**src/logic/fc_pkg.sv**
```systemverilog
//////////////////////////////////////////////////
// fc engine shared definitions
//////////////////////////////////////////////////
package fc_pkg;

	// lane and accumulator sizes
	localparam int DATA_W    = 8;
	localparam int PRECISION = 4;   // fraction bits dropped on quantize
	localparam int ACC_W     = 24;
	localparam int LANE_MAX  = 2**(DATA_W-1) - 1;
	localparam int LANE_MIN  = -(2**(DATA_W-1));

	// array shape
	localparam int BATCH      = 2;  // samples side by side
	localparam int AF         = 2;  // lanes per word
	localparam int NUM_LAYERS = 3;

	// per layer table, index by layer_e
	localparam int FIN_WORDS [NUM_LAYERS] = '{4, 3, 2};  // input words
	localparam int FOUT      [NUM_LAYERS] = '{6, 4, 2};  // output neurons

	// banks and pipeline
	localparam int ADDR_W     = 3;
	localparam int BANK_DEPTH = 4;
	localparam int BANK_AW    = $clog2(BANK_DEPTH);
	localparam int OUT_WORDS  = 2;  // bank b words streamed out
	localparam int PE_LAT     = 2;  // operands to accumulator

	typedef logic signed [DATA_W-1:0] lane_t;
	typedef lane_t [AF-1:0] af_word_t;           // weight word, one sample
	typedef af_word_t [BATCH-1:0] batch_word_t;  // one bank word

	// layer 2 is the only one reading b
	typedef enum logic [1:0] {LAYER1, LAYER2, LAYER3} layer_e;

	typedef enum logic [2:0]
	{
		IDLE, WAIT_WEIGHT, FETCH, ACCUM, DRAIN, WRITE, NEXT, RESULT
	} ctrl_state_e;

endpackage
```
**src/logic/vgg_fc_top.sv**
```systemverilog
//////////////////////////////////////////////////
// fc inference engine top
//////////////////////////////////////////////////
module vgg_fc_top
(
	input  logic                clk,
	input  logic                rstn,
	input  fc_pkg::batch_word_t in_data,
	input  logic                in_valid,
	output logic                in_ready,
	input  fc_pkg::af_word_t    w_data,
	input  logic                w_valid,
	output logic                w_ready,
	output fc_pkg::batch_word_t out_data,
	output logic                out_valid,
	input  logic                out_ready,
	output logic                out_last
);

	// loader to bank a
	logic [fc_pkg::ADDR_W-1:0] ld_addr;
	logic                      ld_en;
	fc_pkg::batch_word_t       ld_data;
	logic                      frame_full;
	logic                      frame_done;

	// controller to banks
	logic [fc_pkg::ADDR_W-1:0]         rd_addr;
	logic                              rd_en;
	fc_pkg::batch_word_t               rd_data;
	logic [fc_pkg::ADDR_W-1:0]         wr_addr;
	logic                              wr_en;
	logic [fc_pkg::AF-1:0]             wr_lane;
	fc_pkg::lane_t [fc_pkg::BATCH-1:0] wr_sample_data;
	fc_pkg::layer_e                    layer;

	// reader
	logic [fc_pkg::ADDR_W-1:0] rs_addr;
	logic                      rs_en;
	fc_pkg::batch_word_t       rs_data;
	logic                      result_start;
	logic                      result_done;

	fc_input_loader u_loader
	(
		.clk        (clk),
		.rstn       (rstn),
		.in_data    (in_data),
		.in_valid   (in_valid),
		.in_ready   (in_ready),
		.ld_addr    (ld_addr),
		.ld_en      (ld_en),
		.ld_data    (ld_data),
		.frame_full (frame_full),
		.frame_done (frame_done)
	);

	fc_pingpong_ram u_ram
	(
		.clk            (clk),
		.layer          (layer),
		.rd_addr        (rd_addr),
		.rd_en          (rd_en),
		.rd_data        (rd_data),
		.wr_addr        (wr_addr),
		.wr_en          (wr_en),
		.wr_lane        (wr_lane),
		.wr_sample_data (wr_sample_data),
		.ld_addr        (ld_addr),
		.ld_en          (ld_en),
		.ld_data        (ld_data),
		.rs_addr        (rs_addr),
		.rs_en          (rs_en),
		.rs_data        (rs_data)
	);

	fc_layer_ctrl u_ctrl
	(
		.clk            (clk),
		.rstn           (rstn),
		.frame_full     (frame_full),
		.frame_done     (frame_done),
		.w_data         (w_data),
		.w_valid        (w_valid),
		.w_ready        (w_ready),
		.rd_addr        (rd_addr),
		.rd_en          (rd_en),
		.rd_data        (rd_data),
		.wr_addr        (wr_addr),
		.wr_en          (wr_en),
		.wr_lane        (wr_lane),
		.wr_sample_data (wr_sample_data),
		.layer          (layer),
		.result_start   (result_start),
		.result_done    (result_done)
	);

	fc_result_reader u_reader
	(
		.clk          (clk),
		.rstn         (rstn),
		.result_start (result_start),
		.result_done  (result_done),
		.rs_addr      (rs_addr),
		.rs_en        (rs_en),
		.rs_data      (rs_data),
		.out_data     (out_data),
		.out_valid    (out_valid),
		.out_ready    (out_ready),
		.out_last     (out_last)
	);

endmodule

```
**src/logic/fc_result_reader.sv**
```systemverilog
//////////////////////////////////////////////////
// result stream out of bank b
//////////////////////////////////////////////////
module fc_result_reader
(
	input  logic                      clk,
	input  logic                      rstn,
	input  logic                      result_start,
	output logic                      result_done,
	output logic [fc_pkg::ADDR_W-1:0] rs_addr,
	output logic                      rs_en,
	input  fc_pkg::batch_word_t       rs_data,
	output fc_pkg::batch_word_t       out_data,
	output logic                      out_valid,
	input  logic                      out_ready,
	output logic                      out_last
);

	logic                      xfer;
	logic                      pend;       // rs_data arrives this cycle
	logic [fc_pkg::ADDR_W-1:0] pend_addr;
	logic [fc_pkg::ADDR_W-1:0] out_addr;   // address now on out_data

	assign xfer    = out_valid && out_ready;
	assign rs_en   = result_start || (xfer && !out_last);  // next word after a transfer
	assign rs_addr = result_start ? '0 : out_addr + 1'b1;

	always_ff @(posedge clk or negedge rstn)
	begin
		if (!rstn)
		begin
			pend        <= 1'b0;
			out_valid   <= 1'b0;
			out_last    <= 1'b0;
			result_done <= 1'b0;
		end
		else
		begin
			pend        <= rs_en;
			result_done <= xfer && out_last;  // whole frame gone
			if (pend)
			begin
				out_valid <= 1'b1;
				out_last  <= (pend_addr == fc_pkg::ADDR_W'(fc_pkg::OUT_WORDS - 1));
			end
			else if (xfer)
			begin
				out_valid <= 1'b0;
				out_last  <= 1'b0;
			end
		end
	end

	// payload
	always_ff @(posedge clk)
	begin
		if (rs_en)
			pend_addr <= rs_addr;
		if (pend)
		begin
			out_data <= rs_data;
			out_addr <= pend_addr;
		end
	end

	a_out_hold: assert property (@(posedge clk) disable iff (!rstn)
		out_valid && !out_ready |=> out_valid && $stable(out_data) && $stable(out_last));

endmodule

```
**src/logic/fc_layer_ctrl.sv**
```systemverilog
//////////////////////////////////////////////////
// layer sequencer and pe array
//////////////////////////////////////////////////
module fc_layer_ctrl
(
	input  logic                              clk,
	input  logic                              rstn,
	input  logic                              frame_full,
	output logic                              frame_done,
	input  fc_pkg::af_word_t                  w_data,
	input  logic                              w_valid,
	output logic                              w_ready,
	output logic [fc_pkg::ADDR_W-1:0]         rd_addr,
	output logic                              rd_en,
	input  fc_pkg::batch_word_t               rd_data,
	output logic [fc_pkg::ADDR_W-1:0]         wr_addr,
	output logic                              wr_en,
	output logic [fc_pkg::AF-1:0]             wr_lane,
	output fc_pkg::lane_t [fc_pkg::BATCH-1:0] wr_sample_data,
	output fc_pkg::layer_e                    layer,
	output logic                              result_start,
	input  logic                              result_done
);

	fc_pkg::ctrl_state_e       state;
	logic [fc_pkg::ADDR_W-1:0] fin_max;   // words per neuron, this layer
	logic [fc_pkg::ADDR_W-1:0] fout_max;  // neurons, this layer
	logic [fc_pkg::ADDR_W-1:0] w_cnt;
	logic [fc_pkg::ADDR_W-1:0] neuron;
	logic [1:0]                drain_cnt;
	logic                      w_fire;
	fc_pkg::af_word_t          w_dly;     // lines up with rd_data
	logic                      pe_run;
	logic                      pe_clear;

	assign w_ready    = (state == fc_pkg::ACCUM) && (w_cnt < fin_max);
	assign w_fire     = w_valid && w_ready;
	assign rd_en      = w_fire;  // weight k pairs with word k
	assign rd_addr    = w_cnt;
	assign wr_en      = (state == fc_pkg::WRITE);
	assign wr_addr    = fc_pkg::ADDR_W'(neuron / fc_pkg::AF);
	assign frame_done = (state == fc_pkg::RESULT) && result_done;

	always_comb
	begin
		wr_lane = '0;
		wr_lane[neuron % fc_pkg::AF] = 1'b1;  // neuron n -> lane n mod af
	end

	//////////////////////////////////////////////////
	// state machine
	always_ff @(posedge clk or negedge rstn)
	begin
		if (!rstn)
		begin
			state        <= fc_pkg::IDLE;
			layer        <= fc_pkg::LAYER1;
			fin_max      <= '0;
			fout_max     <= '0;
			w_cnt        <= '0;
			neuron       <= '0;
			drain_cnt    <= '0;
			result_start <= 1'b0;
		end
		else
		begin
			result_start <= 1'b0;
			case (state)
				fc_pkg::IDLE:
				begin
					if (frame_full)
					begin
						layer  <= fc_pkg::LAYER1;
						neuron <= '0;
						state  <= fc_pkg::FETCH;
					end
				end
				fc_pkg::FETCH:  // layer sizes from table
				begin
					fin_max  <= fc_pkg::ADDR_W'(fc_pkg::FIN_WORDS[layer]);
					fout_max <= fc_pkg::ADDR_W'(fc_pkg::FOUT[layer]);
					state    <= fc_pkg::WAIT_WEIGHT;
				end
				fc_pkg::WAIT_WEIGHT:
				begin
					w_cnt <= '0;
					if (w_valid)
						state <= fc_pkg::ACCUM;
				end
				fc_pkg::ACCUM:  // stalls while w_valid low
				begin
					if (w_fire)
					begin
						w_cnt <= w_cnt + 1'b1;
						if (w_cnt == fin_max - 1'b1)
						begin
							drain_cnt <= '0;
							state     <= fc_pkg::DRAIN;
						end
					end
				end
				fc_pkg::DRAIN:  // last pair still in pe
				begin
					if (drain_cnt == 2'(fc_pkg::PE_LAT - 1))
						state <= fc_pkg::WRITE;
					else
						drain_cnt <= drain_cnt + 1'b1;
				end
				fc_pkg::WRITE:
					state <= fc_pkg::NEXT;
				fc_pkg::NEXT:
				begin
					if (neuron == fout_max - 1'b1)
					begin
						neuron <= '0;
						if (layer == fc_pkg::LAYER3)
						begin
							result_start <= 1'b1;
							state        <= fc_pkg::RESULT;
						end
						else
						begin
							// swap banks by moving on a layer
							layer <= (layer == fc_pkg::LAYER1) ? fc_pkg::LAYER2 : fc_pkg::LAYER3;
							state <= fc_pkg::FETCH;
						end
					end
					else
					begin
						neuron <= neuron + 1'b1;
						state  <= fc_pkg::WAIT_WEIGHT;
					end
				end
				fc_pkg::RESULT:  // reader owns bank b
				begin
					if (result_done)
						state <= fc_pkg::IDLE;
				end
				default:
					state <= fc_pkg::IDLE;
			endcase
		end
	end

	//////////////////////////////////////////////////
	// pe feed, one cycle behind the handshake
	always_ff @(posedge clk or negedge rstn)
	begin
		if (!rstn)
		begin
			pe_run   <= 1'b0;
			pe_clear <= 1'b0;
		end
		else
		begin
			pe_run   <= w_fire;
			pe_clear <= w_fire && (w_cnt == '0);  // first word of neuron
		end
	end

	always_ff @(posedge clk)
	begin
		if (w_fire)
			w_dly <= w_data;
	end

	for (genvar s = 0; s < fc_pkg::BATCH; s++)
	begin : g_pe
		fc_pe u_pe
		(
			.clk    (clk),
			.rstn   (rstn),
			.clear  (pe_clear),
			.run    (pe_run),
			.weight (w_dly),            // shared by all samples
			.data   (rd_data[s]),
			.result (wr_sample_data[s])
		);
	end

	// frame stays held by the loader while weights are pulled
	a_wready_accum: assert property (@(posedge clk) disable iff (!rstn)
		w_ready |-> (state == fc_pkg::ACCUM) && frame_full);

endmodule

```
**src/logic/fc_pe.sv**
```systemverilog
//////////////////////////////////////////////////
// mac with quantize
//////////////////////////////////////////////////
module fc_pe
(
	input  logic             clk,
	input  logic             rstn,
	input  logic             clear,
	input  logic             run,
	input  fc_pkg::af_word_t weight,
	input  fc_pkg::af_word_t data,
	output fc_pkg::lane_t    result
);

	logic signed [2*fc_pkg::DATA_W-1:0] prod [fc_pkg::AF];
	logic                               run_d;
	logic                               clear_d;
	logic signed [fc_pkg::ACC_W-1:0]    prod_sum;
	logic signed [fc_pkg::ACC_W-1:0]    acc;
	logic signed [fc_pkg::ACC_W-1:0]    acc_shift;

	// stage one, lane products
	always_ff @(posedge clk)
	begin
		for (int i = 0; i < fc_pkg::AF; i++)
			prod[i] <= $signed(weight[i]) * $signed(data[i]);
	end

	always_ff @(posedge clk or negedge rstn)
	begin
		if (!rstn)
		begin
			run_d   <= 1'b0;
			clear_d <= 1'b0;
		end
		else
		begin
			run_d   <= run;
			clear_d <= clear;  // travels with its products
		end
	end

	always_comb
	begin
		prod_sum = '0;
		for (int i = 0; i < fc_pkg::AF; i++)
			prod_sum = prod_sum + fc_pkg::ACC_W'(prod[i]);  // sign extended
	end

	// stage two, accumulate
	always_ff @(posedge clk or negedge rstn)
	begin
		if (!rstn)
			acc <= '0;
		else if (run_d)
			acc <= clear_d ? prod_sum : acc + prod_sum;  // clear starts a neuron
	end

	// drop fraction bits, clamp to one lane
	assign acc_shift = acc >>> fc_pkg::PRECISION;

	always_comb
	begin
		if (acc_shift > fc_pkg::LANE_MAX)
			result = fc_pkg::lane_t'(fc_pkg::LANE_MAX);
		else if (acc_shift < fc_pkg::LANE_MIN)
			result = fc_pkg::lane_t'(fc_pkg::LANE_MIN);
		else
			result = acc_shift[fc_pkg::DATA_W-1:0];
	end

endmodule

```
**src/logic/fc_pingpong_ram.sv**
```systemverilog
//////////////////////////////////////////////////
// ping-pong activation banks
//////////////////////////////////////////////////
module fc_pingpong_ram
(
	input  logic                                       clk,
	input  fc_pkg::layer_e                             layer,
	input  logic [fc_pkg::ADDR_W-1:0]                  rd_addr,
	input  logic                                       rd_en,
	output fc_pkg::batch_word_t                        rd_data,
	input  logic [fc_pkg::ADDR_W-1:0]                  wr_addr,
	input  logic                                       wr_en,
	input  logic [fc_pkg::AF-1:0]                      wr_lane,
	input  fc_pkg::lane_t [fc_pkg::BATCH-1:0]          wr_sample_data,
	input  logic [fc_pkg::ADDR_W-1:0]                  ld_addr,
	input  logic                                       ld_en,
	input  fc_pkg::batch_word_t                        ld_data,
	input  logic [fc_pkg::ADDR_W-1:0]                  rs_addr,
	input  logic                                       rs_en,
	output fc_pkg::batch_word_t                        rs_data
);

	fc_pkg::batch_word_t bank_a [fc_pkg::BANK_DEPTH];
	fc_pkg::batch_word_t bank_b [fc_pkg::BANK_DEPTH];

	logic                       b_is_src;  // layer 2 reads b, writes a
	logic [fc_pkg::BANK_AW-1:0] rd_idx;
	logic [fc_pkg::BANK_AW-1:0] wr_idx;
	logic [fc_pkg::BANK_AW-1:0] ld_idx;
	logic [fc_pkg::BANK_AW-1:0] rs_idx;

	assign b_is_src = (layer == fc_pkg::LAYER2);
	assign rd_idx   = rd_addr[fc_pkg::BANK_AW-1:0];
	assign wr_idx   = wr_addr[fc_pkg::BANK_AW-1:0];
	assign ld_idx   = ld_addr[fc_pkg::BANK_AW-1:0];
	assign rs_idx   = rs_addr[fc_pkg::BANK_AW-1:0];

	//////////////////////////////////////////////////
	// bank a: loader plus layer 2 results
	always_ff @(posedge clk)
	begin
		if (ld_en)
			bank_a[ld_idx] <= ld_data;
		if (wr_en && b_is_src)
		begin
			for (int s = 0; s < fc_pkg::BATCH; s++)
				for (int l = 0; l < fc_pkg::AF; l++)
					if (wr_lane[l])
						bank_a[wr_idx][s][l] <= wr_sample_data[s];  // one lane only
		end
	end

	// bank b: layer 1 and 3 results
	always_ff @(posedge clk)
	begin
		if (wr_en && !b_is_src)
		begin
			for (int s = 0; s < fc_pkg::BATCH; s++)
				for (int l = 0; l < fc_pkg::AF; l++)
					if (wr_lane[l])
						bank_b[wr_idx][s][l] <= wr_sample_data[s];
		end
	end

	//////////////////////////////////////////////////
	// registered reads, one cycle latency
	always_ff @(posedge clk)
	begin
		if (rd_en)
			rd_data <= b_is_src ? bank_b[rd_idx] : bank_a[rd_idx];
		if (rs_en)
			rs_data <= bank_b[rs_idx];  // readout always from b
	end

	// loader owns a only while the engine is idle
	a_bank_a_owner: assert property (@(posedge clk) !(ld_en && wr_en && b_is_src));

endmodule

```
**src/logic/fc_input_loader.sv**
```systemverilog
//////////////////////////////////////////////////
// input frame loader
//////////////////////////////////////////////////
module fc_input_loader
(
	input  logic                      clk,
	input  logic                      rstn,
	input  fc_pkg::batch_word_t       in_data,
	input  logic                      in_valid,
	output logic                      in_ready,
	output logic [fc_pkg::ADDR_W-1:0] ld_addr,
	output logic                      ld_en,
	output fc_pkg::batch_word_t       ld_data,
	output logic                      frame_full,
	input  logic                      frame_done
);

	logic [fc_pkg::ADDR_W-1:0] cnt;  // words taken this frame
	logic                      last_word;

	assign ld_en     = in_valid && in_ready;  // write on accept edge
	assign ld_addr   = cnt;
	assign ld_data   = in_data;
	assign last_word = (cnt == fc_pkg::ADDR_W'(fc_pkg::FIN_WORDS[0] - 1));

	always_ff @(posedge clk or negedge rstn)
	begin
		if (!rstn)
		begin
			cnt        <= '0;
			frame_full <= 1'b0;
			in_ready   <= 1'b0;
		end
		else if (frame_done)
		begin
			// engine done with bank a
			cnt        <= '0;
			frame_full <= 1'b0;
			in_ready   <= 1'b1;
		end
		else if (ld_en)
		begin
			cnt <= cnt + 1'b1;
			if (last_word)
			begin
				frame_full <= 1'b1;  // hand frame over
				in_ready   <= 1'b0;
			end
		end
		else if (!frame_full)
		begin
			in_ready <= 1'b1;  // first cycle out of reset
		end
	end

endmodule

```
**config.mk**
```make
export PLATFORM = sky130hd
export DESIGN_NAME = vgg_fc_top
export DESIGN_NICKNAME = d
export VERILOG_FILES = /design/src/logic/fc_pkg.sv /design/src/logic/vgg_fc_top.sv /design/src/logic/fc_result_reader.sv /design/src/logic/fc_layer_ctrl.sv /design/src/logic/fc_pe.sv /design/src/logic/fc_pingpong_ram.sv /design/src/logic/fc_input_loader.sv
export SDC_FILE = /design/constraint.sdc
export NUM_CORES = 2
export LEC_CHECK = 0
export BUFFER_PORTS_ARGS = -buffer_cell sky130_fd_sc_hd__buf_2
export CORE_ASPECT_RATIO = 1.2
export CORE_MARGIN = 2
export CORE_UTILIZATION = 31
export CTS_CLUSTER_DIAMETER = 50
export DETAILED_ROUTE_END_ITERATION = 12
export PLACE_DENSITY = 0.49
export SLEW_MARGIN = 25
export SYNTH_ARGS = -nofsm -noshare
export SYNTH_HDL_FRONTEND = slang
export SYNTH_SLANG_ARGS = --single-unit
```
**constraint.sdc**
```tcl
create_clock -name clk -period 6.6 [get_ports clk]
set_input_delay 1.32 -clock clk [delete_from_list [all_inputs] [get_ports clk]]
set_output_delay 1.32 -clock clk [all_outputs]
set_load 0.05 [all_outputs]
```
==> reports/metrics.csv <==
metric,value,unit
initial antenna violation count,18,
number of enable flip-flop cells after synthesis,374,
GR Overflow Total,0,
Mapped Nets,3611,
Yosys reg bits,518,
Critical R2R Capture,u_ctrl.g_pe[1].u_pe.prod[0][14]$_DFF_P_,
routed wire length per instance,19.25,microns
CTS tree,built,
status,finished clean,
worst reg2reg path startpoint,u_ctrl.w_dly[5]$_DFFE_PP_,
Worst Tran Pin Value,1.018,ns
CP startpoint,u_ctrl.w_dly[5]$_DFFE_PP_,
Final setup viols,0,
Most used DFF post-synth,edfxtp_1,
largest net degree at the start of global routing,67,
cell count after synthesis,3119,
most frequent cell after synthesis,inv_1,
"Setup Fix Bufs, Post-CTS",0,
synth unique cells,79,
critical path launch point type,flop,
full die area,113600,sq um
residual antenna-violating net count after detailed routing,0,
"Seq/Total Area, Yosys",42.20,%
CTS buffer count,70,
CP Max Fanout,16,
crit path time final,5.064,ns
Initial Util,31.31,%
P&R area growth vs syn,12.98,%
Yosys top cell area share,32.66,%
part of the cycle the worst path needs,76.73,%
RSZ-0062 raised after global routing,false,
setup TNS,0,ns
DRT Wirelength,89960,microns
"area leader, netlist",edfxtp_1,
I/O Buffers,88,
H-tree Lvls,3,
Post-CTS Hold Fix Bufs,0,
Max Root-Sink Buffers,3,
required time of the critical path,7.20,ns
syn avg cell area,11.03,sq um
Worst Setup End Kind,flop,
"CTS clk-pin slew, worst paths",0.06,ns
Layout Nets,3690,
first-pass GRT wire length,140400,microns
CP endpoint,u_ctrl.g_pe[1].u_pe.prod[0][14]$_DFF_P_,
synth top area cells,"edfxtp_1, fa_1, ha_1, dfrtp_1, inv_1",
Hold Fails Final Rpt,0,
type of the worst setup path,flop to flop,
row cnt,133,
vias in the first global route,23690,
maxcap violations,0,
"FFs w/ async S/R, synth",15.44,%
"Data arrival, critical path",5.66,ns
Post-CTS Resized,0,
skew final,0.03107,ns
DR DRC count,0,
DP HPWL,65100,microns
Die Y-Extent,368.9,microns
fraction of layout cells with a size suffix above 1,12.08,%
hold crit path type,flop to flop,
initial drt markers,1398,
R2R Setup Slk,1.54,ns
synthesized area,34390,sq um
commonest cells in the netlist,"inv_1, edfxtp_1, nand2_1, fa_1, ha_1",
Reg2Reg Depth,18,
GPL Wtd Cong,0.7949,
YS warnings,0,
clock latency on the worst-skew pair,0.66,ns
total core area,109800,sq um
CTS Sinks,518,
Max-slew headroom,31.67,%
chip width,308.1,microns
drt via density,4.813,
Ports,89,
CTS root buf,clkbuf_16,
Max Fclk,197.5,MHz
max-slew violation count,0,
DR vias,22490,
global-route usage over all layers,16.24,%
Initial DRT Pass Iterations,7,
final hold slack,0.3420,ns
worst max-delay path, stage by stage, from the launching register on:
cell      delay (ns)
edfxtp_1        0.63
and2_1          0.29
fa_1            0.54
inv_1           0.06
fa_1            0.53
inv_1           0.05
fa_1            0.47
inv_1           0.05
fa_1            0.47
inv_1           0.04
ha_1            0.30
o21ai_0         0.11
a21boi_0        0.15
o21ai_0         0.22
a21boi_0        0.14
o21ai_0         0.20
a21boi_0        0.15
or4b_1          0.49
nand3_1         0.09
sequential cells by signal, indices dropped and copies added (netlist names), 2 cells and up:
register               count
u_ram.bank_a             128
u_reader.out_data         32
u_ctrl.fout_max            2
u_loader.ld_addr           3
u_ctrl.g_pe.u_pe.prod     64
u_ctrl.neuron              3
u_ctrl.drain_cnt           2
u_ctrl.g_pe.u_pe.acc      48
u_ram.rd_data             32
u_ctrl.state               3
u_ctrl.layer               2
u_ctrl.rd_addr             3
u_ctrl.w_dly              16
u_ctrl.fin_max             3
u_reader.out_addr          3
u_ram.rs_data             32
u_reader.pend_addr         3
u_ram.bank_b             128
worst min-delay path by stage:
| stage | start | to | slack (ns) | cells after the start |
|---|---|---|---|---|
| after floorplan | u_ctrl.pe_clear$_DFF_PN0_ | u_ctrl.g_pe[0].u_pe.clear_d$_DFF_PN0_ | 0.33 | 0 |
| after CTS | u_ctrl.pe_run$_DFF_PN0_ | u_ctrl.g_pe[0].u_pe.run_d$_DFF_PN0_ | 0.34 | 0 |
| after global routing | u_ctrl.pe_run$_DFF_PN0_ | u_ctrl.g_pe[0].u_pe.run_d$_DFF_PN0_ | 0.35 | 0 |
| after global placement | u_ctrl.pe_clear$_DFF_PN0_ | u_ctrl.g_pe[0].u_pe.clear_d$_DFF_PN0_ | 0.33 | 0 |
| final | u_ctrl.pe_run$_DFF_PN0_ | u_ctrl.g_pe[0].u_pe.run_d$_DFF_PN0_ | 0.34 | 0 |
| after detailed placement | u_ctrl.pe_run$_DFF_PN0_ | u_ctrl.g_pe[0].u_pe.run_d$_DFF_PN0_ | 0.34 | 0 |
layer usage:
layer | up-vias | GRT usage, % | part of all wire, % | wire (microns)
li1 | 10870 | - | - | -
met1 | 11050 | 20.03 | 43 | 38430
met2 | 389 | 27.87 | 49 | 44180
met3 | 160 | 3.141 | 4.2 | 3776
met4 | 24 | 6.323 | 3.8 | 3428
met5 | - | 0 | 0.16 | 145
layout by cell type, fill, tap and decap left out, types with 10 or more instances in the layout:
cell       synthesis  layout
xnor2_1           93      93
o21ai_1           15      13
o21bai_1          12      11
nand2_1          330     324
nor2b_1           72      72
a31oi_1           49      49
nand3_1           24      24
mux2i_1           12      12
mux2_2            55      55
edfxtp_1         374     374
dfxtp_1           64      64
o21a_1            16      16
buf_2              6      87
a21oi_1          117     117
nor2_1           158     158
a21o_1            34      34
dfrtp_1           80      75
fa_1             224     224
mux4_2            64      64
xor2_1            25      25
nor3_1            18      16
inv_6              0      10
o21ai_0          179     179
and2_1           179     179
inv_1            390     388
ha_1             215     214
clkbuf_16          0      72
nand4_1           13      13
a21boi_0          18      18
or3_1             10      10
buf_4              0      33
nand2b_1          18      17
a211oi_1          41      41
cells by family (layout without fill, tap and decap cells):
group,after synthesis,in the layout,synth area share [%]
compound gates,552,552,10.05
buf+inv,503,638,5.512
fa+ha+maj,439,439,20.86
mux,131,131,6.341
simple gates,858,858,12.03
other cells,0,2,0
flops,518,518,42.20
xor+xnor,118,118,3.005
final cells by class:
cell class,count,area [sq um]
fill,10930,70980
multi-input combinational,2098,18030
sequential,518,14520
clock buffer,82,1849
tap,1417,1773
inverter,390,1464
timing repair buffer,120,683.2
clock inverter,46,526.8
antenna,2,5.005
through the flow:
stage | cell area (sq um) | std cells | util (%) | setup slack, ns
5_1_grt | 38850 | 4671 | 35.37 | 1.088
6_report | 38850 | 4673 | 35.38 | 1.536
3_3_place_gp | 36450 | 4543 | 33.19 | 1.628
2_1_floorplan | 34390 | 3119 | - | 1.928
3_5_place_dp | 36460 | 4543 | 33.20 | 1.567
4_1_cts | 38840 | 4671 | 35.36 | 1.529
Power is not shown: default switching activity piles up to over one toggle a cycle in this logic, so the estimate is an artifact.
